`config.mk`:
```
export PLATFORM = sky130hd
export DESIGN_NAME = pianoTop
export DESIGN_NICKNAME = d
export VERILOG_FILES = /design/src/common/pianoPkg.sv /design/src/hw/keyTracker.sv /design/src/hw/notePriority.sv /design/src/hw/pianoTop.sv /design/src/hw/ps2Receiver.sv /design/src/synth/pwmModulator.sv /design/src/synth/toneSynth.sv
export SDC_FILE = /design/constraint.sdc
export NUM_CORES = 1
export LEC_CHECK = 0
export ABC_CLOCK_PERIOD_IN_PS = 3200
export BUFFER_PORTS_ARGS = -buffer_cell sky130_fd_sc_hd__buf_2
export CAP_MARGIN = 10
export CORE_UTILIZATION = 57
export CTS_BUF_LIST = sky130_fd_sc_hd__clkbuf_16
export CTS_CLUSTER_DIAMETER = 120
export DETAILED_ROUTE_END_ITERATION = 6
export PLACE_DENSITY = 0.74
export SLEW_MARGIN = 0
export SYNTH_ARGS = -nofsm -noshare
export SYNTH_HDL_FRONTEND = slang
export SYNTH_SLANG_ARGS = --single-unit
```
`constraint.sdc`:
```
create_clock -name mclk -period 3.2 [get_ports mclk]
set_clock_uncertainty 0.05 [all_clocks]
set_input_delay 0.32 -clock mclk [delete_from_list [all_inputs] [get_ports mclk]]
set_output_delay 0.32 -clock mclk [all_outputs]
set_load 0.05 [all_outputs]
```
`src/common/pianoPkg.sv`:
```
package pianoPkg;

	////////////////////////////////////////
	// Sizes
	////////////////////////////////////////

	// Two octaves of keys at most
	localparam int keyMax = 24;

	// Audio sample width, also the PWM frame counter width
	localparam int sampleBits = 8;

	// Sine table length, one full period
	localparam int tableSize = 32;

	// Key index, 0 is the lowest C
	typedef logic [4:0] noteT;

	// Unsigned audio sample
	typedef logic [sampleBits-1:0] sampleT;

	// Result of a scan-code lookup
	typedef struct packed {
		logic valid;
		noteT key;
	} keyMapT;

	////////////////////////////////////////
	// PS/2 set 2 prefixes
	////////////////////////////////////////

	localparam logic [7:0] breakCode = 8'hF0;
	localparam logic [7:0] extendCode = 8'hE0;

	// Lower octave on Z..M, upper octave on Q..U
	// Black keys on the row above each white row
	function automatic keyMapT keyOfScan(input logic [7:0] code);
		keyMapT m;
		m.valid = 1'b1;
		case (code)
			8'h1A: m.key = 5'd0;
			8'h1B: m.key = 5'd1;
			8'h22: m.key = 5'd2;
			8'h23: m.key = 5'd3;
			8'h21: m.key = 5'd4;
			8'h2A: m.key = 5'd5;
			8'h34: m.key = 5'd6;
			8'h32: m.key = 5'd7;
			8'h33: m.key = 5'd8;
			8'h31: m.key = 5'd9;
			8'h3B: m.key = 5'd10;
			8'h3A: m.key = 5'd11;
			8'h15: m.key = 5'd12;
			8'h1E: m.key = 5'd13;
			8'h1D: m.key = 5'd14;
			8'h26: m.key = 5'd15;
			8'h24: m.key = 5'd16;
			8'h2D: m.key = 5'd17;
			8'h2E: m.key = 5'd18;
			8'h2C: m.key = 5'd19;
			8'h36: m.key = 5'd20;
			8'h35: m.key = 5'd21;
			8'h3D: m.key = 5'd22;
			8'h3C: m.key = 5'd23;
			default:
			begin
				m.valid = 1'b0;
				m.key = 5'd0;
			end
		endcase
		return m;
	endfunction

	// PWM frames per table step, higher notes step faster
	function automatic logic [4:0] stepFrames(input noteT n);
		return 5'd25 - n;
	endfunction

endpackage

```
`src/hw/keyTracker.sv`:
```
`timescale 1ns/1ps

module keyTracker #(
	parameter int octaves = 2
) (
	input logic mclk,
	input logic arstN,
	input logic byteValid,
	input pianoPkg::sampleT byteData,
	output logic [pianoPkg::keyMax-1:0] keys
);

	import pianoPkg::*;

	keyMapT map;
	logic inRange;
	logic breakPend;
	logic extPend;

	////////////////////////////////////////
	// Scan-code lookup
	////////////////////////////////////////

	assign map = keyOfScan(byteData);

	// Keys past the configured octaves are ignored
	assign inRange = map.valid && (int'(map.key) < 12 * octaves);

	////////////////////////////////////////
	// Prefix tracking and bitmap
	////////////////////////////////////////

	always_ff @(posedge mclk or negedge arstN)
	begin
		if (!arstN)
		begin
			keys <= '0;
			breakPend <= 1'b0;
			extPend <= 1'b0;
		end
		else if (byteValid)
		begin
			if (byteData == breakCode)
			begin
				// Release follows
				breakPend <= 1'b1;
			end
			else if (byteData == extendCode)
			begin
				// Extended key follows, E0 F0 xx keeps both flags
				extPend <= 1'b1;
			end
			else
			begin
				// Extended keys share codes with piano keys
				if (inRange && !extPend)
					keys[map.key] <= ~breakPend;
				// Prefixes apply to one code only
				breakPend <= 1'b0;
				extPend <= 1'b0;
			end
		end
	end

endmodule

```
`src/hw/notePriority.sv`:
```
`timescale 1ns/1ps

module notePriority #(
	parameter int octaves = 2
) (
	input logic mclk,
	input logic arstN,
	input logic [pianoPkg::keyMax-1:0] keys,
	output pianoPkg::noteT note,
	output logic press
);

	import pianoPkg::*;

	localparam int keyCount = 12 * octaves;

	logic [keyMax-1:0] prevKeys;
	logic [keyMax-1:0] newKeys;

	// Highest set bit within the octave range
	function automatic noteT highestKey(input logic [keyMax-1:0] v);
		noteT idx;
		idx = '0;
		for (int i = 0; i < keyCount; i++)
		begin
			if (v[i])
				idx = noteT'(i);
		end
		return idx;
	endfunction

	// Keys that went down this cycle
	assign newKeys = keys & ~prevKeys;

	////////////////////////////////////////
	// Last-pressed selection
	////////////////////////////////////////

	always_ff @(posedge mclk or negedge arstN)
	begin
		if (!arstN)
		begin
			prevKeys <= '0;
			note <= '0;
			press <= 1'b0;
		end
		else
		begin
			prevKeys <= keys;
			press <= |keys;
			// New press wins, highest one on a tie
			if (|newKeys)
				note <= highestKey(newKeys);
			// Sounding key let go, fall back to highest held
			else if (|keys && !keys[note])
				note <= highestKey(keys);
			// Nothing held, note keeps its value
		end
	end

endmodule

```
`src/hw/pianoTop.sv`:
```
`timescale 1ns/1ps

module pianoTop #(
	parameter int octaves = 2,
	parameter int syncStages = 2
) (
	input logic mclk,
	input logic arstN,
	input logic ps2Clk,
	input logic ps2Data,
	output logic [7:0] led,
	output logic pwmOut
);

	import pianoPkg::*;

	logic byteValid;
	sampleT byteData;
	logic [keyMax-1:0] keys;
	noteT note;
	logic press;
	logic frameStart;
	sampleT sample;
	logic sampleOn;

	////////////////////////////////////////
	// Keyboard side
	////////////////////////////////////////

	ps2Receiver #(
		.syncStages(syncStages)
	) u_ps2Receiver (
		.mclk(mclk),
		.arstN(arstN),
		.ps2Clk(ps2Clk),
		.ps2Data(ps2Data),
		.byteValid(byteValid),
		.byteData(byteData)
	);

	keyTracker #(
		.octaves(octaves)
	) u_keyTracker (
		.mclk(mclk),
		.arstN(arstN),
		.byteValid(byteValid),
		.byteData(byteData),
		.keys(keys)
	);

	notePriority #(
		.octaves(octaves)
	) u_notePriority (
		.mclk(mclk),
		.arstN(arstN),
		.keys(keys),
		.note(note),
		.press(press)
	);

	////////////////////////////////////////
	// Audio side
	////////////////////////////////////////

	toneSynth u_toneSynth (
		.mclk(mclk),
		.arstN(arstN),
		.frameStart(frameStart),
		.note(note),
		.press(press),
		.sample(sample),
		.sampleOn(sampleOn)
	);

	pwmModulator u_pwmModulator (
		.mclk(mclk),
		.arstN(arstN),
		.sample(sample),
		.sampleOn(sampleOn),
		.frameStart(frameStart),
		.pwmOut(pwmOut)
	);

	// Press on bit 7, note on the low five
	assign led = {press, 2'b00, note};

endmodule

```
`src/hw/ps2Receiver.sv`:
```
`timescale 1ns/1ps

module ps2Receiver #(
	parameter int syncStages = 2
) (
	input logic mclk,
	input logic arstN,
	input logic ps2Clk,
	input logic ps2Data,
	output logic byteValid,
	output pianoPkg::sampleT byteData
);

	// Idle cycles before a partial frame is dropped
	localparam int watchdogBits = 12;

	logic [syncStages-1:0] clkSync;
	logic [syncStages-1:0] dataSync;
	logic clkPrev;
	logic clkFall;
	logic clkRise;
	logic [10:0] frame;
	logic [3:0] bitCnt;
	logic [watchdogBits-1:0] idleCnt;
	logic frameGood;

	////////////////////////////////////////
	// Line synchronisers
	////////////////////////////////////////

	// Both lines idle high, so reset to ones
	always_ff @(posedge mclk or negedge arstN)
	begin
		if (!arstN)
		begin
			clkSync <= '1;
			dataSync <= '1;
			clkPrev <= 1'b1;
		end
		else
		begin
			clkSync <= {clkSync[syncStages-2:0], ps2Clk};
			dataSync <= {dataSync[syncStages-2:0], ps2Data};
			clkPrev <= clkSync[syncStages-1];
		end
	end

	assign clkFall = clkPrev & ~clkSync[syncStages-1];
	assign clkRise = ~clkPrev & clkSync[syncStages-1];

	// Start low, stop high, odd parity over data and parity bit
	assign frameGood = ~frame[0] & frame[10] & (^frame[9:1]);

	////////////////////////////////////////
	// Frame capture
	////////////////////////////////////////

	// LSB first, so shift right and enter at the top
	always_ff @(posedge mclk)
	begin
		if (clkFall && bitCnt != 4'd11)
			frame <= {dataSync[syncStages-1], frame[10:1]};
		if (bitCnt == 4'd11 && clkRise)
			byteData <= frame[8:1];
	end

	always_ff @(posedge mclk or negedge arstN)
	begin
		if (!arstN)
		begin
			bitCnt <= 4'd0;
			idleCnt <= '0;
			byteValid <= 1'b0;
		end
		else
		begin
			byteValid <= 1'b0;
			// Stop bit done, close on the next rising edge
			if (bitCnt == 4'd11 && clkRise)
			begin
				byteValid <= frameGood;
				bitCnt <= 4'd0;
				idleCnt <= '0;
			end
			else if (clkFall && bitCnt != 4'd11)
			begin
				bitCnt <= bitCnt + 4'd1;
				idleCnt <= '0;
			end
			else if (bitCnt != 4'd0)
			begin
				// Watchdog on a stalled frame
				if (&idleCnt)
				begin
					bitCnt <= 4'd0;
					idleCnt <= '0;
				end
				else
					idleCnt <= idleCnt + 1'b1;
			end
		end
	end

endmodule

```
`src/synth/pwmModulator.sv`:
```
`timescale 1ns/1ps

module pwmModulator (
	input logic mclk,
	input logic arstN,
	input pianoPkg::sampleT sample,
	input logic sampleOn,
	output logic frameStart,
	output logic pwmOut
);

	import pianoPkg::*;

	logic [sampleBits-1:0] cnt;
	sampleT sampleQ;
	logic onQ;

	// First cycle of each 256-cycle frame
	assign frameStart = (cnt == '0);

	always_ff @(posedge mclk)
	begin
		if (frameStart)
			sampleQ <= sample;
	end

	always_ff @(posedge mclk or negedge arstN)
	begin
		if (!arstN)
		begin
			cnt <= '0;
			onQ <= 1'b0;
			pwmOut <= 1'b0;
		end
		else
		begin
			cnt <= cnt + 1'b1;
			if (frameStart)
			begin
				onQ <= sampleOn;
				// Latch not yet loaded, compare the incoming sample
				pwmOut <= sampleOn && (sample != '0);
			end
			else
				pwmOut <= onQ && (cnt < sampleQ);
		end
	end

endmodule

```
`src/synth/toneSynth.sv`:
```
`timescale 1ns/1ps

module toneSynth (
	input logic mclk,
	input logic arstN,
	input logic frameStart,
	input pianoPkg::noteT note,
	input logic press,
	output pianoPkg::sampleT sample,
	output logic sampleOn
);

	import pianoPkg::*;

	localparam int idxBits = $clog2(tableSize);

	// 128 + 127 * sin(2*pi*k/32), rounded
	localparam sampleT sineTable [tableSize] = '{
		8'd128, 8'd153, 8'd177, 8'd199, 8'd218, 8'd234, 8'd245, 8'd253,
		8'd255, 8'd253, 8'd245, 8'd234, 8'd218, 8'd199, 8'd177, 8'd153,
		8'd128, 8'd103, 8'd79,  8'd57,  8'd38,  8'd22,  8'd11,  8'd3,
		8'd1,   8'd3,   8'd11,  8'd22,  8'd38,  8'd57,  8'd79,  8'd103
	};

	logic [idxBits-1:0] idx;
	logic [4:0] frameCnt;
	logic pressQ;
	noteT noteQ;
	logic restartNow;
	logic restartPend;

	// Fresh press or a new note while held
	assign restartNow = press && (!pressQ || note != noteQ);

	assign sample = sineTable[idx];

	////////////////////////////////////////
	// Phase stepper
	////////////////////////////////////////

	always_ff @(posedge mclk or negedge arstN)
	begin
		if (!arstN)
		begin
			idx <= '0;
			frameCnt <= 5'd0;
			pressQ <= 1'b0;
			noteQ <= '0;
			restartPend <= 1'b0;
			sampleOn <= 1'b0;
		end
		else
		begin
			pressQ <= press;
			noteQ <= note;
			if (frameStart)
			begin
				sampleOn <= press;
				restartPend <= 1'b0;
				// Every note starts at phase zero
				if (restartPend || restartNow)
				begin
					idx <= '0;
					frameCnt <= 5'd0;
				end
				else if (press)
				begin
					if (frameCnt == stepFrames(note) - 5'd1)
					begin
						frameCnt <= 5'd0;
						// Wraps at the table end
						idx <= idx + 1'b1;
					end
					else
						frameCnt <= frameCnt + 5'd1;
				end
			end
			else if (restartNow)
				restartPend <= 1'b1;
		end
	end

endmodule

```
==> flow_metrics.env, run 1 <==
export IMPL_arrival_ps=2990
export IMPL_synthAdderAreaFrac=0.03941
export IMPL_grt_ovfl_total=0
export IMPL_synthCells=710
export IMPL_drive_gt1_frac=0.09166
export IMPL_crit_path_max_fanout=19
export IMPL_worstSetupPathType="flip-flop to flip-flop"
export IMPL_post_cts_setup_buffers=0
export IMPL_h_tree_depth=4
export IMPL_setup_viol_count_final=0
export IMPL_ys_seq_area_frac=0.4793
export IMPL_die_w_microns=114.7
export IMPL_drt_iter0_drc=379
export IMPL_io_buffers=10
export IMPL_die_height_microns=114.7
export IMPL_critPathMaxStageDelay_ps=700
export IMPL_cts_buffers_inserted=17
export IMPL_place_congestion=0.9083
export IMPL_cts_tree="built"
export IMPL_synth_edf_count=27
export IMPL_avgSynthCellArea_sq_um=10.19
export IMPL_dr_pass1_iters=5
export IMPL_period_needed_ps=2781
export IMPL_ys_async_sr_fraction=0.7970
export IMPL_worst_slew_pin_transition_ps=748.4
export IMPL_synth_top_cell_by_area="dfrtp_1"
export IMPL_antenna_found_initial=0
export IMPL_slew_violations=0
export IMPL_required_ps=3410
export IMPL_clk_latency_ps=410
export IMPL_clkTransAtPathRegs_ps=60
export IMPL_drt_wl_total_mm=14.92
export IMPL_final_hold_viol_count=0
export IMPL_postRouteAntennaNets=0
export IMPL_cp_cell_sequence="nand2_1, o32ai_1, a22oi_1, a211oi_4, nand3_1, mux2i_1"
export IMPL_clk_path_buf_depth=2
export IMPL_relSlewSlack=0.4995
export IMPL_synthesis_area_sq_um=7238
export IMPL_synth_area_mux_share=0.05307
export IMPL_holdCritPathClass="flip-flop to flip-flop"
export IMPL_ir_drop_mv=0.3682
export IMPL_setup_tns_ps=0
export IMPL_synth_xor_area_frac=0.04356
export IMPL_cpMaxStageDelayCell="a211oi_4"
export IMPL_vias=5471
export IMPL_synth_simple_area_share=0.1853
export IMPL_core_sq_um=12210
export IMPL_ys_ff_latch=133
export IMPL_synth_compound_area_frac=0.1544
export IMPL_grt_max_degree=58
export IMPL_cts_root_buf="clkbuf_16"
export IMPL_die_area_sq_um=13150
export IMPL_ios=13
export IMPL_dp_final_hpwl_mm=10.56
export IMPL_routedWlPerCell_microns=16.60
export IMPL_synth_cell_type_count=74
export IMPL_ys_warnings_count=0
export IMPL_grt_pass1_wl_mm=25.68
export IMPL_post_route_period_util=0.8691
export IMPL_grt_setup_unrepaired="false"
export IMPL_nets=744
export IMPL_run_status="finished, final reports clean"
export IMPL_p_per_area_nw_per_um2=493.6
export IMPL_final_util=0.6543
export IMPL_cp_end_kind="flip-flop"
export IMPL_ys_top_cells_by_area="dfrtp_1 (35%), edfxtp_1 (11%), mux2i_1 (4.8%), ha_1 (3.8%), nand2_1 (2.8%)"
export IMPL_synth_ff_type="dfrtp_1"
export IMPL_power_leakage_nw=3.546
export IMPL_grt_pass1_vias=5376
export IMPL_synth_top_area_share=0.3492
export IMPL_clock_sinks=133
export IMPL_max_cap_violations=0
export IMPL_core_rowCount=40
export IMPL_synth_top_family_by_area="simple AND/OR/NAND/NOR gates"
export IMPL_drcViolationCount=0
export IMPL_cp_start_kind="flip-flop"
export IMPL_diodes=0
export IMPL_track_usage=0.2479
export IMPL_initial_core_util=0.5927
export IMPL_max_freq_mhz=359.6
export IMPL_area_growth_pct=10.39
export IMPL_via_per_inst=6.086
[cell families (layout without fill, tap and decap cells)]
logic type | Yosys count | count (layout)
AOI/OAI and AO/OA | 159 | 159
xor gates and xnor gates | 36 | 36
adders and majority gates | 23 | 23
buffers and inverters | 76 | 96
DFF | 133 | 133
muxes | 38 | 38
other | 1 | 2
and+or+nand+nor | 244 | 244
[registers in the layout (all words and copies together), names as in the netlist, 8 cells and up]
register	cells
u_keyTracker.keys	24
u_notePriority.prevKeys	24
u_ps2Receiver.byteData	8
u_ps2Receiver.frame	11
u_ps2Receiver.idleCnt	12
u_pwmModulator.cnt	8
u_pwmModulator.sampleQ	8
[worst max-delay path: cells and delay by family (launching register included)]
family | cells | cell delay (ps)
flops | 1 | 690
compound gates | 3 | 1310
simple gates | 2 | 410
mux | 1 | 160
[final timing paths]
kind | from | to | slack, ps | cells after the start
worst max-delay path | u_ps2Receiver.byteData[4] | u_keyTracker.keys[21] | 420 | 6
worst min-delay path | u_ps2Receiver.dataSync[0] | u_ps2Receiver.dataSync[1] | 310 | 0
worst max register to register | u_ps2Receiver.byteData[4] | u_keyTracker.keys[21] | 420 | 6
worst min register to register | u_ps2Receiver.dataSync[0] | u_ps2Receiver.dataSync[1] | 310 | 0
max in group asynchronous | arstN | u_ps2Receiver.clkPrev | 1870 | 3
min in group asynchronous | arstN | u_notePriority.prevKeys[18] | 420 | 2
[synth_stat cells (all sizes together), types with 3 or more instances]
cell     instances
o21ai           34
ha              22
a22oi            5
a21oi           23
nor3            12
edfxtp          27
nand3           28
nand2b          12
and3             6
a41oi            7
dfrtp          101
nor3b            9
dfstp            5
nor2b           23
nand2           54
o41ai            6
a21o             4
buf             17
or3              7
xnor2           22
nand4            6
or4b             4
mux2             3
o2111ai          3
clkbuf          15
nor2            46
a211oi          10
xor2            14
or4              5
nor4            13
or3b             4
o31ai           14
inv             44
mux2i           35
nor4b            7
a31oi           11
o211ai           9
o32ai            4
o21a             5
[what timing repair did]
action                    4_1_cts  5_1_grt
hold endpoints to repair       51        0
gates resized for setup         0        0
hold buffers                    3        0
[power by group]
part | internal [W] | leakage, nW | switching, W
Combinational | 0.000105 | 1.59 | 0.000169
Sequential | 0.00180 | 1.67 | 0.0000744
Clock | 0.00112 | 0.282 | 0.000679
Total | 0.00302 | 3.55 | 0.000923
[metal layers]
layer	routed length [microns]	up-vias	track usage
met5	0	-	0
met3	609	20	0.04976
met2	7273	141	0.4020
li1	-	2626	-
met1	6821	2684	0.3260
met4	219	0	0.1013
[per-stage QoR]
stage,setup slack [ps],area (sq um),hold WS [ps],power [W],instances
after global routing,269.6,7990,310.0,0.004092,899
after floorplan,298.9,7242,-25.59,0.002076,711
after global placement,696.9,7413,295.5,0.002144,864
after detailed placement,510.5,7413,299.0,0.002172,864
after CTS,491.5,7990,307.8,0.003972,899
final,418.8,7990,307.4,0.003944,899
[cell type report]
| class | instances | area (sq um) |
|---|---|---|
| sequential | 133 | 3470 |
| fill | 955 | 4222 |
| clock buffer | 17 | 425.4 |
| inverter | 44 | 165.2 |
| timing repair buffer | 20 | 147.6 |
| tap | 168 | 210.2 |
| clock inverter | 15 | 121.4 |
| multi-input combinational | 502 | 3451 |
[cells in the final DEF, fill, tap and decap left out, types with 4 or more instances in the layout]
| cell | netlist | layout |
|---|---|---|
| a31oi_1 | 11 | 11 |
| nor3_1 | 12 | 12 |
| a21oi_1 | 23 | 23 |
| buf_2 | 13 | 9 |
| and3_1 | 6 | 6 |
| dfstp_2 | 5 | 5 |
| nor4_1 | 10 | 10 |
| a41oi_1 | 7 | 7 |
| mux2i_1 | 35 | 35 |
| nand2b_1 | 12 | 12 |
| o32ai_1 | 4 | 4 |
| nand2_1 | 54 | 54 |
| edfxtp_1 | 27 | 27 |
| nor4b_1 | 7 | 7 |
| nor2_1 | 46 | 46 |
| o211ai_1 | 9 | 9 |
| o21a_1 | 5 | 5 |
| a21o_1 | 4 | 4 |
| dfrtp_1 | 101 | 101 |
| o21ai_0 | 33 | 33 |
| o31ai_1 | 14 | 14 |
| xnor2_1 | 22 | 22 |
| or3_1 | 7 | 7 |
| ha_1 | 22 | 22 |
| nor2b_1 | 23 | 23 |
| clkinv_2 | 0 | 5 |
| xor2_1 | 14 | 14 |
| nand3_1 | 28 | 28 |
| nand4_1 | 5 | 5 |
| or4_1 | 5 | 5 |
| clkbuf_16 | 0 | 17 |
| a22oi_1 | 5 | 5 |
| inv_1 | 44 | 46 |
| o41ai_1 | 6 | 6 |
| buf_4 | 3 | 7 |
| a211oi_1 | 9 | 9 |
| nor3b_1 | 9 | 9 |
Note: power is estimated with default switching activity, not from simulation.
==> run 2, diff against run 1 <==
--- a/config.mk
+++ b/config.mk
@@ -5,9 +5,11 @@
 export SDC_FILE = /design/constraint.sdc
 export NUM_CORES = 1
 export LEC_CHECK = 0
+export ABC_AREA = 1
 export ABC_CLOCK_PERIOD_IN_PS = 3200
 export BUFFER_PORTS_ARGS = -buffer_cell sky130_fd_sc_hd__buf_2
 export CAP_MARGIN = 10
+export CORE_MARGIN = 1.5
 export CORE_UTILIZATION = 57
 export CTS_BUF_LIST = sky130_fd_sc_hd__clkbuf_16
 export CTS_CLUSTER_DIAMETER = 120
==> run 2 against run 1 <==
Worst setup slack improved by 240 ps; synthesized cell count rose by 17%; non-clock buffer count fell by 1; highest routed layer unchanged; core utilization barely moved; maximum frequency rose by 9.3%; routed wire length fell by 3.1%; critical endpoint is now u_toneSynth.idx[4]; global-route usage fell by 0.36 points; combinational power rose by 35%; clock power rose by 14%; largest cell class unchanged; critical path type unchanged.
==> flow_metrics.env, run 2 <==
export IMPL_post_place_ws_ps=714.9
export IMPL_slew_violations=0
export IMPL_final_cell_mix="nand2_1 (170), inv_1 (109), dfrtp_1 (101)"
export IMPL_h_tree_depth=4
export IMPL_worstSetupPathType="flip-flop to flip-flop"
export IMPL_p_per_area_nw_per_um2=552.6
export IMPL_cts_resized=0
export IMPL_clkTransAtPathRegs_ps=60
export IMPL_grt_max_degree=56
export IMPL_clock_sinks=133
export IMPL_holdWs_ps=307.6
export IMPL_reg2regPathDepth=12
export IMPL_hold_depth=0
export IMPL_setup_tns_ps=0
export IMPL_relSlewSlack=0.5236
export IMPL_multi_input_area_sq_um=2972
export IMPL_cts_root_buf="clkbuf_16"
export IMPL_diodes=0
export IMPL_synth_top_cells_by_count="nand2_1 (170), inv_1 (108), dfrtp_1 (101)"
export IMPL_place_congestion=0.9167
export IMPL_post_route_period_util=0.7953
export IMPL_worst_slew_pin_transition_ps=714.5
export IMPL_area_growth_pct=12.23
export IMPL_grt_pass1_vias=5426
export IMPL_synth_xor_area_frac=0.03390
export IMPL_synth_area_mux_share=0.002870
export IMPL_ys_top_cells_by_area="dfrtp_1 (36%), edfxtp_1 (12%), nand2_1 (9.1%), inv_1 (5.8%), nor2_1 (4.5%)"
export IMPL_ios=13
export IMPL_routedWlPerCell_microns=14.28
export IMPL_nets=879
export IMPL_core_rowCount=40
export IMPL_arrival_ps=2810
export IMPL_via_per_inst=5.499
export IMPL_synthAdderAreaFrac=0.03946
export IMPL_power_w=0.004326
export IMPL_io_buffers=10
export IMPL_clk_latency_ps=420
export IMPL_core_sq_um=11960
export IMPL_synth_compound_area_frac=0.1101
export IMPL_ff2ff_setup_slack_ps=660
export IMPL_max_freq_mhz=392.9
export IMPL_track_usage=0.2443
export IMPL_dr_pass1_iters=5
export IMPL_dp_final_hpwl_mm=10.55
export IMPL_holdCritPathClass="flip-flop to flip-flop"
export IMPL_ir_drop_mv=0.5665
export IMPL_synth_top_cell_by_area="dfrtp_1"
export IMPL_area_sequential_sq_um=3470
export IMPL_cts_tree="built"
export IMPL_final_hold_viol_count=0
export IMPL_postRouteAntennaNets=0
export IMPL_worst_path_buf_inv=3
export IMPL_run_status="finished, final reports clean"
export IMPL_avgSynthCellArea_sq_um=8.404
export IMPL_cts_buffers_inserted=17
export IMPL_grt_pass1_wl_mm=24.79
export IMPL_ys_async_sr_fraction=0.7970
export IMPL_crit_family="simple AND/OR/NAND/NOR gates"
export IMPL_drive_gt1_frac=0.1178
export IMPL_fin_area_sq_um=7829
export IMPL_synth_simple_area_share=0.2386
export IMPL_fin_ws_ps=655.1
export IMPL_critPathMaxStageDelay_ps=360
export IMPL_required_ps=3460
export IMPL_cp_end_kind="flip-flop"
export IMPL_power_leakage_nw=3.722
export IMPL_drt_wl_total_mm=14.47
export IMPL_synthesis_area_sq_um=6975
export IMPL_initial_core_util=0.5832
export IMPL_cp_cell_sequence="buf_4, inv_1, ha_1, xor2_1, a21oi_1, nand4_1, nand2_1, inv_1, nor2_4, nand3_1, xor2_1, and2_1"
export IMPL_synth_top_area_share=0.3623
export IMPL_synth_most_common_cell="nand2_1"
export IMPL_die_area_sq_um=12910
export IMPL_crit_path_max_fanout=20
export IMPL_period_needed_ps=2545
export IMPL_clk_path_buf_depth=2
export IMPL_synth_ff_type="dfrtp_1"
export IMPL_fill_cells=947
export IMPL_cpMaxStageDelayCell="dfrtp_1"
export IMPL_mostFrequentLayoutCell="nand2_1"
export IMPL_place_area_sq_um=7169
export IMPL_reg_top3="u_keyTracker.keys: 24 flops, u_notePriority.prevKeys: 24 flops, u_ps2Receiver.idleCnt: 12 flops"
export IMPL_setup_viol_count_final=0
export IMPL_synth_top_family_by_area="simple AND/OR/NAND/NOR gates"
export IMPL_grt_ovfl_total=0
export IMPL_max_cap_violations=0
export IMPL_cp_num_cells=12
export IMPL_synthCells=830
export IMPL_die_w_microns=113.6
export IMPL_antenna_found_initial=0
export IMPL_vias=5570
export IMPL_synth_edf_count=27
export IMPL_drt_iter0_drc=350
export IMPL_drcViolationCount=0
export IMPL_cp_start_kind="flip-flop"
export IMPL_synth_cell_type_count=47
export IMPL_ys_seq_area_frac=0.4974
export IMPL_ys_warnings_count=0
export IMPL_grt_setup_unrepaired="false"
export IMPL_ys_ff_latch=133
export IMPL_die_height_microns=113.6
[run 2: cell types whose count changed in the layout (fill, tap and decap cells not counted), moves of 12 or more]
| cell | change |
|---|---|
| nor2_1 | +38 |
| o21ai_0 | +21 |
| inv_1 | +63 |
| a21oi_1 | +14 |
| nand2_1 | +116 |
| o21ai_1 | +19 |
| mux2i_1 | -33 |
| nor2b_1 | -23 |
| or2_2 | +22 |
| o31ai_1 | -12 |
| nand2b_1 | -12 |
[run 2: metrics by stage]
step / utilization / std cells
2_1_floorplan: - / 831
3_3_place_gp: 0.5994 / 978
3_5_place_dp: 0.5994 / 978
4_1_cts: 0.6545 / 1013
5_1_grt: 0.6545 / 1013
6_report: 0.6545 / 1013
[run 2: per-layer routing]
| metal | GRT usage | share of wire | up-vias |
|---|---|---|---|
| met5 | 0 | 0 | - |
| met4 | 0.07250 | 0.010 | 0 |
| met3 | 0.06908 | 0.043 | 13 |
| met2 | 0.3928 | 0.48 | 128 |
| met1 | 0.3251 | 0.47 | 2659 |
| li1 | - | - | 2770 |
[run 2: cell type report]
type	count	share of cell area
Clock buffer	17	0.05434
Clock inverter	15	0.02605
Multi-Input combinational cell	563	0.3796
Tap cell	147	0.02349
Sequential cell	133	0.4432
Inverter	119	0.05706
Timing Repair Buffer	19	0.01630
[run 2: power by group]
part           internal (W)  switching (W)
clock               0.00131       0.000753
combinational      0.000126       0.000243
sequential          0.00181      0.0000816
[run 2: final timing paths]
path | startpoint | end
max | u_notePriority.note[0] | u_toneSynth.idx[4]
min | u_ps2Receiver.clkSync[0] | u_ps2Receiver.clkSync[1]
max reg2reg | u_notePriority.note[0] | u_toneSynth.idx[4]
min reg2reg | u_ps2Receiver.clkSync[0] | u_ps2Receiver.clkSync[1]
max in group asynchronous | arstN | u_keyTracker.keys[12]
min in group asynchronous | arstN | u_notePriority.prevKeys[4]
[run 2: logic make-up (layout without fill, tap and decap cells)]
group           Yosys count  in the layout
xor+xnor                 27             27
simple gates            371            371
fa+ha+maj                22             22
other cells               1              2
compound gates          139            139
buf+inv                 135            170
mux                       2              2
flops                   133            133
[run 2: worst reg2reg max path, cell delays in order (launching register included)]
cell,delay (ps)
dfrtp_1,360
buf_4,190
inv_1,320
ha_1,310
xor2_1,150
a21oi_1,170
nand4_1,120
nand2_1,90
inv_1,70
nor2_4,190
nand3_1,130
xor2_1,160
and2_1,130
[run 2: repair_timing]
action | 4_1_cts | 5_1_grt
endpoints found under the hold margin | 50 | 0
setup buffers | 0 | 0
hold buffers | 3 | 0
==> run 3, diff against run 2 <==
--- a/config.mk
+++ b/config.mk
@@ -6,7 +6,7 @@
 export NUM_CORES = 1
 export LEC_CHECK = 0
 export ABC_AREA = 1
-export ABC_CLOCK_PERIOD_IN_PS = 3200
+export ABC_CLOCK_PERIOD_IN_PS = 2300
 export BUFFER_PORTS_ARGS = -buffer_cell sky130_fd_sc_hd__buf_2
 export CAP_MARGIN = 10
 export CORE_MARGIN = 1.5
@@ -14,7 +14,7 @@
 export CTS_BUF_LIST = sky130_fd_sc_hd__clkbuf_16
 export CTS_CLUSTER_DIAMETER = 120
 export DETAILED_ROUTE_END_ITERATION = 6
-export PLACE_DENSITY = 0.74
+export PLACE_DENSITY = 0.77
 export SLEW_MARGIN = 0
 export SYNTH_ARGS = -nofsm -noshare
 export SYNTH_HDL_FRONTEND = slang
==> constraint.sdc (replaced) <==
create_clock -name mclk -period 2.3 [get_ports mclk]
set_clock_uncertainty 0.05 [all_clocks]
set_input_delay 0.23 -clock mclk [delete_from_list [all_inputs] [get_ports mclk]]
set_output_delay 0.23 -clock mclk [all_outputs]
set_load 0.05 [all_outputs]
==> run 3 against run 2 <==
The flow now finishes with violations (setup timing); maximum frequency rose by 3.1%; critical path depth decreased by 1; worst setup slack worse by 820 ps; critical endpoint is now u_keyTracker.keys[22]; final cell count up 3.3%; non-clock buffer count grew 31; largest power group is now registers.
==> flow_metrics.env, run 3 (synthesis gave the netlist of run 2 again) <==
export IMPL_cts_root_buf="clkbuf_16"
export IMPL_grt_pass1_vias=5532
export IMPL_power_frac_seq=0.451
export IMPL_multi_input_area_sq_um=3242
export IMPL_power_switching_w=0.001454
export IMPL_p_per_area_nw_per_um2=696.8
export IMPL_die_area_sq_um=12910
export IMPL_mostFrequentLayoutCell="nand2_1"
export IMPL_nets=912
export IMPL_grt_pass1_wl_mm=25.39
export IMPL_cp_end_kind="flip-flop"
export IMPL_power_leakage_nw=3.992
export IMPL_reg2regPathDepth=11
export IMPL_area_growth_pct=19.53
export IMPL_ir_drop_mv=0.5855
export IMPL_ios=13
export IMPL_crit_path_start="u_ps2Receiver.byteData[4]"
export IMPL_fill_cells=901
export IMPL_diodes=0
export IMPL_die_height_microns=113.6
export IMPL_max_cap_violations=0
export IMPL_h_tree_depth=4
export IMPL_post_place_ws_ps=-78.65
export IMPL_initial_core_util=0.5832
export IMPL_grt_ovfl_total=0
export IMPL_postRouteAntennaNets=0
export IMPL_core_sq_um=11960
export IMPL_via_per_inst=5.585
export IMPL_violations="setup timing"
export IMPL_clkTransAtPathRegs_ps=60
export IMPL_place_congestion=0.8969
export IMPL_comb_power_share=0.102
export IMPL_place_area_sq_um=7337
export IMPL_stdcell_count=1046
export IMPL_cts_tree="built"
export IMPL_max_freq_mhz=405.1
export IMPL_period_needed_ps=2468
export IMPL_post_route_period_util=1.073
export IMPL_ff2ff_setup_slack_ps=-170
export IMPL_drcViolationCount=0
export IMPL_final_cell_mix="nand2_1 (148), inv_1 (101), dfrtp_1 (98)"
export IMPL_drt_wl_total_mm=15.92
export IMPL_holdWs_ps=246.2
export IMPL_drt_iter0_drc=396
export IMPL_dp_cells=996
export IMPL_clk_path_buf_depth=2
export IMPL_io_buffers=10
export IMPL_cts_buffers_inserted=17
export IMPL_vias=5842
export IMPL_clk_latency_ps=420
export IMPL_antenna_found_initial=0
export IMPL_core_rowCount=40
export IMPL_worstSetupPathType="flip-flop to flip-flop"
export IMPL_slew_violations=0
export IMPL_routedWlPerCell_microns=15.22
export IMPL_netSwitchingFraction=0.2503
export IMPL_crit_path_max_fanout=7
export IMPL_dr_pass1_iters=5
export IMPL_setup_viol_count_final=22
export IMPL_dp_final_hpwl_mm=10.78
export IMPL_power_share_clock=0.447
export IMPL_required_ps=2540
export IMPL_reg_top3="u_keyTracker.keys: 24 flops, u_notePriority.prevKeys: 24 flops, u_ps2Receiver.idleCnt: 12 flops"
export IMPL_area_sequential_sq_um=3473
export IMPL_grt_max_degree=52
export IMPL_p_int_w=0.004356
export IMPL_r2r_end="u_keyTracker.keys[22]"
export IMPL_fin_area_sq_um=8338
export IMPL_grt_setup_unrepaired="true"
export IMPL_holdCritPathClass="input pin to async pin"
export IMPL_drive_gt1_frac=0.2180
export IMPL_arrival_ps=2710
export IMPL_reg2reg_from="u_ps2Receiver.byteData[4]"
export IMPL_final_hold_viol_count=0
export IMPL_cp_start_kind="flip-flop"
export IMPL_track_usage=0.2504
export IMPL_clock_sinks=133
export IMPL_die_w_microns=113.6
export IMPL_run_status="finished with violations"
export IMPL_fin_ws_ps=-168.4
## run 3: final cells by class
cell class	instances	share of cell area
clock inverter	14	0.01411
multi-input combinational	563	0.3888
timing repair inverter	2	0.002701
timing repair buffer	50	0.04607
clock buffer	18	0.05402
sequential	133	0.4166
tap	147	0.02206
inverter	119	0.05567
## run 3: stage by stage
| stage | TNS, ps | utilization | power [W] |
|---|---|---|---|
| finish | -1699 | 0.6971 | 0.005810 |
| global route | -3605 | 0.6971 | 0.006041 |
| CTS | 0 | 0.6636 | 0.005813 |
| detailed placement | -566.1 | 0.6134 | 0.003222 |
| global placement | -560.7 | 0.6134 | 0.003179 |
| floorplan | 0 | - | 0.003026 |
## run 3: how the worst max path moves through the flow
stage	slack, ps	end
final	-170	u_keyTracker.keys[22]
after global routing	-240	u_keyTracker.keys[10]
after CTS	20	u_keyTracker.keys[19]
after detailed placement	-80	u_keyTracker.keys[10]
after global placement	-50	u_keyTracker.keys[10]
after floorplan	20	u_ps2Receiver.bitCnt[2]
## run 3: layer usage
metal | wire length (microns) | share of wire | GRT usage | vias to the layer above
li1 | - | - | - | 2829
met1 | 6834 | 0.43 | 0.3204 | 2801
met2 | 7875 | 0.49 | 0.4205 | 175
met3 | 843 | 0.053 | 0.06376 | 37
met4 | 362 | 0.023 | 0.07917 | 0
met5 | 0 | 0 | 0 | -
## run 3: repair_timing
item,in CTS,in global routing
pin swaps,0,8
endpoints found under the hold margin,33,0
endpoints found under the setup margin,20,30
hold buffers,3,0
gates resized for setup,1,88
buffers inserted,0,13
cloned,0,2
## run 3: critical path: stages (launching register included)
cell and delay (ps):
edfxtp_1 460, nor2_1 170, nand2_2 150, nor3_1 410, nor3_2 120, nand4_1 150, nor2_2 70, o211ai_2 90
nand3_4 140, buf_4 170, nor3_1 230, o21ai_0 130
## run 3: power groups by stage
stage | registers [W] | logic, W | clock network (W)
2_1_floorplan | 0.00264 | 0.000381 | 0
3_3_place_gp | 0.00265 | 0.000531 | 0
3_5_place_dp | 0.00266 | 0.000565 | 0
4_1_cts | 0.00262 | 0.000575 | 0.00262
5_1_grt | 0.00263 | 0.000669 | 0.00274
6_report | 0.00262 | 0.000595 | 0.00259
